===== src/logic/axi_mem_pkg.sv =====
/*
  shared definitions for the memory-backed AXI slave
  - word address, data and burst length widths
  - memory depth
  - burst type and response codes
  - burst request struct for the aw and ar channels
*/

package axi_mem_pkg;

  // sizes
  localparam int addr_width = 4;
  localparam int data_width = 32;
  localparam int len_width  = 4;
  localparam int mem_depth  = 16;

  // ------------------------------
  // burst and response codes
  // ------------------------------
  typedef enum logic [1:0] {
    burst_fixed    = 2'b00,
    burst_incr     = 2'b01,
    burst_wrap     = 2'b10,
    burst_reserved = 2'b11
  } burst_t;

  typedef enum logic [1:0] {
    resp_okay   = 2'b00,
    resp_slverr = 2'b10
  } resp_t;

  // one burst request of len+1 beats starting at addr
  typedef struct packed {
    logic [addr_width-1:0] addr;
    logic [len_width-1:0]  len;
    burst_t                burst;
  } burst_req_t;

endpackage


===== src/logic/axi_mem_slave.sv =====
/*
  top level of the memory-backed AXI slave
  - channel controller for write and read handshakes
  - write and read burst address generators
  - 16-word array with written flags
*/

`timescale 1ns/100ps

module axi_mem_slave import axi_mem_pkg::*; (
  input  logic                  aclk,
  input  logic                  aresetn,
  // write request, data and response
  input  burst_req_t            aw_req,
  input  logic                  awvalid,
  output logic                  awready,
  input  logic [data_width-1:0] wdata,
  input  logic                  wvalid,
  output logic                  wready,
  output resp_t                 bresp,
  output logic                  bvalid,
  input  logic                  bready,
  // read request and data
  input  burst_req_t            ar_req,
  input  logic                  arvalid,
  output logic                  arready,
  output logic [data_width-1:0] rdata,
  output resp_t                 rresp,
  output logic                  rlast,
  output logic                  rvalid,
  input  logic                  rready
);

  logic                  w_start;
  logic                  w_step;
  logic                  w_last;
  logic                  w_legal;
  logic [addr_width-1:0] w_addr;
  logic                  r_start;
  logic                  r_step;
  logic                  r_last;
  logic                  r_legal;
  logic [addr_width-1:0] r_addr;
  logic                  we;
  logic                  rd_written;

  // ------------------------------
  // channel control
  // ------------------------------
  txn_control u_ctrl (
    .aclk       (aclk),
    .aresetn    (aresetn),
    .awvalid    (awvalid),
    .wvalid     (wvalid),
    .bready     (bready),
    .arvalid    (arvalid),
    .rready     (rready),
    .w_last     (w_last),
    .w_legal    (w_legal),
    .r_last     (r_last),
    .r_legal    (r_legal),
    .rd_written (rd_written),
    .awready    (awready),
    .wready     (wready),
    .bvalid     (bvalid),
    .arready    (arready),
    .rvalid     (rvalid),
    .rlast      (rlast),
    .bresp      (bresp),
    .rresp      (rresp),
    .w_start    (w_start),
    .w_step     (w_step),
    .we         (we),
    .r_start    (r_start),
    .r_step     (r_step)
  );

  // ------------------------------
  // address sequencing
  // ------------------------------
  burst_addr_gen u_waddr (
    .aclk    (aclk),
    .aresetn (aresetn),
    .req     (aw_req),
    .start   (w_start),
    .step    (w_step),
    .addr    (w_addr),
    .last    (w_last),
    .legal   (w_legal)
  );

  burst_addr_gen u_raddr (
    .aclk    (aclk),
    .aresetn (aresetn),
    .req     (ar_req),
    .start   (r_start),
    .step    (r_step),
    .addr    (r_addr),
    .last    (r_last),
    .legal   (r_legal)
  );

  // storage with its read port driving rdata directly
  mem_array u_mem (
    .aclk       (aclk),
    .aresetn    (aresetn),
    .we         (we),
    .wr_addr    (w_addr),
    .wr_data    (wdata),
    .rd_addr    (r_addr),
    .rd_data    (rdata),
    .rd_written (rd_written)
  );

endmodule


===== src/logic/burst_addr_gen.sv =====
/*
  burst address sequencer
  - captures a request on start, advances one beat per step
  - fixed, incr and wrap addressing
  - last beat and burst legality flags
*/

`timescale 1ns/100ps

module burst_addr_gen import axi_mem_pkg::*; (
  input  logic                  aclk,
  input  logic                  aresetn,
  input  burst_req_t            req,
  input  logic                  start,
  input  logic                  step,
  output logic [addr_width-1:0] addr,
  output logic                  last,
  output logic                  legal
);

  burst_t                burst_q;
  logic [len_width-1:0]  len_q;
  logic [len_width-1:0]  cnt_q;
  logic [addr_width-1:0] addr_q;
  logic [addr_width-1:0] addr_inc;
  logic [addr_width-1:0] wrap_mask;
  logic [addr_width-1:0] addr_next;

  // wrap block is len+1 words, so len itself is the offset mask
  assign wrap_mask = addr_width'(len_q);
  assign addr_inc  = addr_q + 1'b1;

  always_comb begin
    case (burst_q)
      burst_fixed: addr_next = addr_q;
      burst_wrap:  addr_next = (addr_q & ~wrap_mask) | (addr_inc & wrap_mask);
      default:     addr_next = addr_inc;
    endcase
  end

  always_comb begin
    case (burst_q)
      burst_reserved: legal = 1'b0;
      // wrap only on 2, 4, 8 or 16 beats
      burst_wrap:     legal = (len_q == 4'd1) || (len_q == 4'd3) ||
                              (len_q == 4'd7) || (len_q == 4'd15);
      default:        legal = 1'b1;
    endcase
  end

  assign addr = addr_q;
  assign last = (cnt_q == len_q);

  always_ff @(posedge aclk or negedge aresetn) begin
    if (!aresetn) begin
      burst_q <= burst_fixed;
      len_q   <= '0;
      cnt_q   <= '0;
      addr_q  <= '0;
    end else if (start) begin
      burst_q <= req.burst;
      len_q   <= req.len;
      cnt_q   <= '0;
      addr_q  <= req.addr;
    end else if (step) begin
      cnt_q  <= cnt_q + 1'b1;
      addr_q <= addr_next;
    end
  end

endmodule


===== src/logic/mem_array.sv =====
/*
  word storage for the slave
  - mem_depth words with one written flag each
  - single write port, combinational read port
*/

`timescale 1ns/100ps

module mem_array import axi_mem_pkg::*; (
  input  logic                  aclk,
  input  logic                  aresetn,
  input  logic                  we,
  input  logic [addr_width-1:0] wr_addr,
  input  logic [data_width-1:0] wr_data,
  input  logic [addr_width-1:0] rd_addr,
  output logic [data_width-1:0] rd_data,
  output logic                  rd_written
);

  logic [data_width-1:0] mem_q [mem_depth];
  logic [mem_depth-1:0]  written_q;

  // ------------------------------
  // write port
  // ------------------------------
  always_ff @(posedge aclk or negedge aresetn) begin
    if (!aresetn) begin
      // words read back as zero until written
      for (int i = 0; i < mem_depth; i++) begin
        mem_q[i] <= '0;
      end
      written_q <= '0;
    end else if (we) begin
      mem_q[wr_addr]     <= wr_data;
      written_q[wr_addr] <= 1'b1;
    end
  end

  // ------------------------------
  // read port
  // ------------------------------
  assign rd_data    = mem_q[rd_addr];
  assign rd_written = written_q[rd_addr];

endmodule


===== src/logic/txn_control.sv =====
/*
  write and read channel control
  - write FSM: idle, data, response
  - read FSM: idle, beat
  - start and step strobes for the address generators
  - response code selection
*/

`timescale 1ns/100ps

module txn_control import axi_mem_pkg::*; (
  input  logic  aclk,
  input  logic  aresetn,
  // handshakes from the master
  input  logic  awvalid,
  input  logic  wvalid,
  input  logic  bready,
  input  logic  arvalid,
  input  logic  rready,
  // status from generators and array
  input  logic  w_last,
  input  logic  w_legal,
  input  logic  r_last,
  input  logic  r_legal,
  input  logic  rd_written,
  // handshakes to the master
  output logic  awready,
  output logic  wready,
  output logic  bvalid,
  output logic  arready,
  output logic  rvalid,
  output logic  rlast,
  output resp_t bresp,
  output resp_t rresp,
  // strobes
  output logic  w_start,
  output logic  w_step,
  output logic  we,
  output logic  r_start,
  output logic  r_step
);

  typedef enum logic [1:0] {
    w_idle = 2'b00,
    w_data = 2'b01,
    w_resp = 2'b10
  } wstate_t;

  typedef enum logic {
    r_idle = 1'b0,
    r_beat = 1'b1
  } rstate_t;

  wstate_t wstate;
  rstate_t rstate;

  // ------------------------------
  // write channel
  // ------------------------------
  assign awready = (wstate == w_idle);
  assign wready  = (wstate == w_data);
  assign bvalid  = (wstate == w_resp);

  assign w_start = awvalid && awready;
  assign w_step  = wvalid && wready;
  // illegal bursts take all beats but store nothing
  assign we      = w_step && w_legal;

  assign bresp = w_legal ? resp_okay : resp_slverr;

  always_ff @(posedge aclk or negedge aresetn) begin
    if (!aresetn) begin
      wstate <= w_idle;
    end else begin
      case (wstate)
        w_idle: begin
          if (w_start) begin
            wstate <= w_data;
          end
        end
        w_data: begin
          // beat count comes from len, not from a last flag
          if (w_step && w_last) begin
            wstate <= w_resp;
          end
        end
        w_resp: begin
          if (bready) begin
            wstate <= w_idle;
          end
        end
        default: wstate <= w_idle;
      endcase
    end
  end

  // ------------------------------
  // read channel
  // ------------------------------
  assign arready = (rstate == r_idle);
  assign rvalid  = (rstate == r_beat);
  assign rlast   = rvalid && r_last;

  assign r_start = arvalid && arready;
  assign r_step  = rvalid && rready;

  // unwritten word or bad burst type gives slverr
  assign rresp = (r_legal && rd_written) ? resp_okay : resp_slverr;

  always_ff @(posedge aclk or negedge aresetn) begin
    if (!aresetn) begin
      rstate <= r_idle;
    end else begin
      case (rstate)
        r_idle: begin
          if (r_start) begin
            rstate <= r_beat;
          end
        end
        r_beat: begin
          if (r_step && r_last) begin
            rstate <= r_idle;
          end
        end
        default: rstate <= r_idle;
      endcase
    end
  end

endmodule


===== config.mk =====
export PLATFORM = sky130hd
export DESIGN_NAME = axi_mem_slave
export DESIGN_NICKNAME = d
export VERILOG_FILES = /design/src/logic/axi_mem_pkg.sv /design/src/logic/axi_mem_slave.sv /design/src/logic/burst_addr_gen.sv /design/src/logic/mem_array.sv /design/src/logic/txn_control.sv
export SDC_FILE = /design/constraint.sdc
export NUM_CORES = 1
export LEC_CHECK = 0
export BUFFER_PORTS_ARGS = -buffer_cell sky130_fd_sc_hd__buf_2
export CORE_UTILIZATION = 47
export CTS_BUF_LIST = sky130_fd_sc_hd__clkbuf_8 sky130_fd_sc_hd__clkbuf_16
export CTS_CLUSTER_DIAMETER = 80
export DETAILED_ROUTE_END_ITERATION = 7
export GPL_ROUTABILITY_DRIVEN = 0
export GPL_TIMING_DRIVEN = 0
export PLACE_DENSITY = 0.69
export SETUP_SLACK_MARGIN = 0.5
export SYNTH_ARGS = -nofsm -noshare
export SYNTH_HDL_FRONTEND = slang
export SYNTH_SLANG_ARGS = --single-unit

===== constraint.sdc =====
create_clock -name aclk -period 2.8 [get_ports aclk]
set_input_delay 0.28 -clock aclk [delete_from_list [all_inputs] [get_ports aclk]]
set_output_delay 0.28 -clock aclk [all_outputs]
set_load 0.02 [all_outputs]

==> Word level (Yosys, flattened, before mapping) <==
Index checks and enable logic that the tools add are counted.
{ "totals": {"elab_cells": 126, "in_bits": 59, "out_inout_bits": 42, "register_bits": 559} }
{ "op_classes": {"add_sub_neg": 4, "n_mux": 31, "reduce_logical": 25, "eq_ne": 21, "n_lt_le_gt_ge": 6, "n_bitwise": 12} }
{ "op_table": {"columns": ["cell", "count"], "rows": [
  ["$bwmux 512", 1],
  ["$bmux 32 s4", 1],
  ["$demux 32 s4", 1],
  ["$mux 32", 3],
  ["$mux 4", 8],
  ["$add 4x1->4 const B", 4],
  ["$and 4x4->4", 4],
  ["$or 16x16->16", 1],
  ["$pmux 4 s2", 2],
  ["$logic_and 1x1->1", 11],
  ["$eq 2x2->1 const B", 5],
  ["$ge 5x5->1 const B", 2],
  ["$lt 4x5->1 const B", 2],
  ["$mux 2", 5],
  ["$not 4->5", 2],
  ["$eq 4x1->1 const B", 2],
  ["$eq 4x2->1 const B", 2],
  ["$eq 4x3->1 const B", 2],
  ["$eq 4x4->1", 2],
  ["$eq 4x4->1 const B", 2],
  ["$ne 2x2->1 const B", 4],
  ["$not 4->4", 2],
  ["$or 4x4->4", 2],
  ["$logic_not 2->1", 3],
  ["other kinds (14)", 26]
]} }

==> Depth between registers and ports, before layout <==
{ "logic_depth": {"ltp_word": 7, "depth_mapped": 7} }

==> Cells and area by module <==
Synthesis repeated with hierarchy kept, for this count alone.
{ "hier_totals": {"hier_cells": 1612, "hier_area_um2": 25086.6} }
{ "by_module_without_submodules": {"columns": ["module", "seq_area_each_um2", "area_per_inst_um2", "n_inst", "cells_each"], "rows": [
  ["mem_array", 13212.7, 23411.2, 1, 1446],
  ["burst_addr_gen", 350.3, 739.5, 2, 71],
  ["txn_control", 75.1, 196.4, 1, 24]
]} }

==> Worst setup path before layout <==
OpenSTA, ideal clock, no wires.
{ "synth_path": {"path_type": "reg-to-output", "from": "register u_raddr.addr_q[0], in the netlist u_raddr.addr[0]", "to": "output rdata[5]", "path_stages_with_launch": 7, "path_slack_ns": 0.470, "required_time_ns": 2.520, "arrival_time_ns": 2.050, "path_buffers": 3, "path_cell_list": "dfrtp_1 > clkbuf_1 > clkbuf_1 > buf_2 > mux4_2 > a22oi_1 > nand2_1"} }
{ "synth_between": {"elab_chain_cells": 4} }
{ "synth_lines": {"columns": ["item", "line", "source"], "rows": [
  ["start: declaration", "burst_addr_gen.sv:24", "logic [addr_width-1:0] addr_q;"],
  ["start signal: assignment", "burst_addr_gen.sv:64", "addr_q <= req.addr;"],
  ["start signal: assignment", "burst_addr_gen.sv:67", "addr_q <= addr_next;"],
  ["$not 4->5 (implied by the code)", "mem_array.sv:42", "assign rd_data = mem_q[rd_addr];"],
  ["$bmux 32 s4", "mem_array.sv:42", null],
  ["$mux 32 (implied by the code) (2 in series)", "mem_array.sv:42", null],
  ["end: declaration", "axi_mem_slave.sv:27", "output logic [data_width-1:0] rdata,"]
]} }
No other way between the ends. The select of a mux whose other input is x is not followed.

==> Final worst setup path <==
{ "layout_path": {"from": "register u_raddr.addr_q[0], in the netlist u_raddr.addr[0]", "to": "output rdata[31]"} }
The elaborated chain is that of the path after synthesis.

==> impl_results.md <==
- Pre-Repair DR Iteration Count: 6
- Kind of critical path: register to output pin
- Required time worst endpoint: ~2.5 ns
- Pwr dens: roughly 1200 nW/um^2
- Worst setup margin: -0.1936 ns
- # port buffers: 98
- Slew Limit Fails: 0
- Cell Area, Synth: 25350 sq um
- Clock share of power: 20.4%
- Synth Flop Type: dfrtp_1
- Gr usage total: ~25%
- Highest clock rate: 0.3340 GHz
- Seq/Total Area, Yosys: 55.18%
- Worst-Margin Slew: 0.6393 ns
- Clock latency on the worst-skew pair: between 0.6 and 0.7 ns
- Die W: about 230 um
- Routed WL per cell: 27.12 um
- Clock Skews: 0.02874 ns
- DRC violations left: 7
- Crit Path Max Fanout: 6
- Share of layout cells above drive strength 1: 55.58%
- Violated checks: design-rule violations, negative setup slack
- Hold Path Origin: awvalid
- Dpl ws: -0.7325 ns
- FF-to-FF Start: u_waddr.len_q[2]
- RSZ-0062 raised after global routing: true
- Final #Nets: 2027
- Drt total wl: 73110 um
- Design Area, Final: 32880 sq um
- Routed vias/inst: 5.909
- Avg Inst Size Synth: 15.60 sq um
- Io pins: 101
- Warnings, synthesis: 0
- Number of cell rows: 84
- Grt ovf: 0
- Combinational Power Share: roughly 44%
- Number of synthesized flops with an enable pin: 0
- Number of global-route vias before repair: 16612
- Largest net degree at the start of global routing: 121
- Internal Power: approximately 26 mW
- Fin crit period: 2.994 ns
- Post-Synthesis Cells: about 1600
- Starting Density: 47.86%
- First DRT Iteration DRCs: 1234
- Final period util: 106.9%
- Worst-case clock buffer depth: 3
- First-pass GRT wire length: 100500 um
- Switching share of power: 33.43%
- CTS tree: done
- Worst EP arrival: 2.71 ns
- Flop pwr share: 35.4%
- Critical path endpoint category: output pin
- Initial antenna violation count: 0
- CTS H-tree depth: 2
- Clock Sinks: 559
- Leakage: 15.03 nW
- Final setup vio count: 16
- Synth cell types: between 40 and 50
- Die height: 234.2 um
- Final HPWL DP: 40320 um
- Clock transition at path regs: 0.06 ns
- Post-DRT Antenna Nets: 0
- Status: finished with violations
- #FFs+latches synth: 559
- # diodes: 0
- Placed inst area: 26860 sq um
- Final Power: 38.71 mW
- Switching power: about 13 mW
- Die Area: 54870 sq um
- Startpoint types: register
- Vias: approximately 16000
- Max-cap violation count: 0
- CP startpoint: u_raddr.addr[0]
- Post-synth ARST share: 100.0%
- Num CTS Buffers: 59
- Maximum vdd drop: a little over 0.6 mV
- Syn-to-layout area delta: 29.70%
- Fin. Hold Viols: 0
- Core area: 52970 sq um
- HP Class: input port to register
- Relative slew slack: approximately 57%
- CTS root buf: clkbuf_16
cells in the final DEF, fill, tap and decap left out, types with 13 or more instances in the layout:
cell             n
buf_2           79
nand2_1         51
a22oi_1         19
mux2_2         304
nor2_1          17
dlygate4sd3_1   57
mux2_4         174
a22oi_2         45
clkbuf_1        37
dfrtp_1        557
buf_12          40
clkbuf_2        14
buf_6           62
mux4_2         130
clkbuf_16       91
mux2_1          40
buf_4           55
a21oi_1         19
clkbuf_8        18
nand2_2         13
inv_1           24
or2_2           16
timing repair:
item | CTS | global route
buffers inserted | 60 | 20
hold endpoints to repair | 278 | 0
pin swaps | 19 | 36
resized for setup | 297 | 284
gates cloned | 2 | 32
setup endpoints to repair | 545 | 607
hold buffers | 57 | 0
critical path: stages, from the launching register on:
cell and delay (ns):
dfrtp_2 0.41, clkbuf_16 0.19, clkbuf_16 0.21, buf_16 0.15, mux4_2 0.51, a22oi_1 0.26
nand2_2 0.17, buf_6 0.17
synth_stat cells (2+ instances only):
library cell,number,share of area [%]
xor2_1,7,0.24
a21oi_1,19,0.38
mux2i_1,6,0.24
nor2b_1,7,0.17
nand4_1,2,0.049
nand2b_1,3,0.074
nand3_1,7,0.14
nor4_4,4,0.34
ha_1,7,0.35
nor3_4,9,0.58
buf_1,6,0.089
nand2_1,64,0.95
mux2_1,49,2.2
nor3_1,2,0.039
or2_2,16,0.39
nor3b_1,2,0.059
buf_6,19,0.84
dfrtp_1,559,55
a22oi_1,64,1.9
nor2_1,19,0.28
nor3_2,3,0.12
inv_1,7,0.10
o21ai_0,5,0.099
clkbuf_1,72,1.1
buf_2,30,0.59
xnor2_1,11,0.38
buf_4,12,0.36
and2_1,3,0.074
a2bb2oi_1,2,0.069
mux2_2,469,21
mux4_2,130,12
metrics by stage:
| step | setup TNS (ns) | hold slack (ns) | util, % | cells |
|---|---|---|---|---|
| 2_1_floorplan | 0 | -0.01559 | - | 1626 |
| 3_5_place_dp | -23.23 | 0.2924 | 50.70 | 2417 |
| 6_report | -0.7232 | 0.07997 | 62.07 | 2696 |
| 3_3_place_gp | -5275.08 | 0.4468 | 50.42 | 2412 |
| 5_1_grt | -2.201 | 0.1016 | 62.07 | 2696 |
| 4_1_cts | -1.644 | 0.02934 | 58.25 | 2644 |
cell type report:
class	count	area, sq um
Clock inverter	37	307.8
Tap cell	688	860.8
Clock buffer	71	1653
Fill cell	3817	20090
Buffer	139	1545
Sequential cell	559	13990
Multi-Input combinational cell	921	11550
Timing Repair Buffer	274	2947
Inverter	7	26.28
registers in the layout, indices dropped and copies added (netlist names), named ones only:
signal / flops
u_waddr.burst_q: 2
u_raddr.cnt_q: 4
u_waddr.len_q: 4
u_raddr.len_q: 4
u_waddr.cnt_q: 4
u_waddr.addr: 1
u_ctrl.wstate: 2
u_mem.written_q: 16
u_mem.mem_q: 512
u_ctrl.rvalid: 1
u_raddr.burst_q: 2
u_raddr.addr: 1
cell families after synthesis:
logic type	count (synthesis)	synth area share [%]
AO/OA/AOI/OAI	96	2.641
multiplexers	654	34.80
adder cells (fa/ha/maj)	7	0.3455
flip-flops	559	55.18
buffers and inverters	146	3.050
XOR/XNOR	18	0.6219
AND/OR/NAND/NOR	144	3.351
other	1	0.01479
metal layers:
metal	part of all wire [%]	global-route usage (%)
met1	43	34.60
met2	48	38.91
met3	6.0	4.402
met4	3.2	8.421
met5	0	0
power by group through the flow:
stage / Combinational (mW) / Clock (mW) / Sequential, mW
floorplan: 9.57 / 0 / 12.9
global placement: 12.7 / 0 / 13.3
detailed placement: 13.0 / 0 / 13.6
CTS: 14.5 / 8.01 / 13.5
global route: 18.0 / 8.36 / 14.1
finish: 17.1 / 7.91 / 13.7
final timing paths:
check | slack (ns) | cells after the start | to
hold reg to reg | 0.46 | 1 | u_mem.written_q[7]
min in group asynchronous | 0.22 | 2 | u_mem.mem_q[425]
max in group asynchronous | 0.89 | 5 | u_mem.mem_q[332]
setup / recovery | -0.19 | 7 | rdata[31]
hold / removal | 0.08 | 4 | u_waddr.addr[0]
setup reg to reg | 0.33 | 9 | u_mem.mem_q[493]
Note: power is estimated with default switching activity, not from simulation.
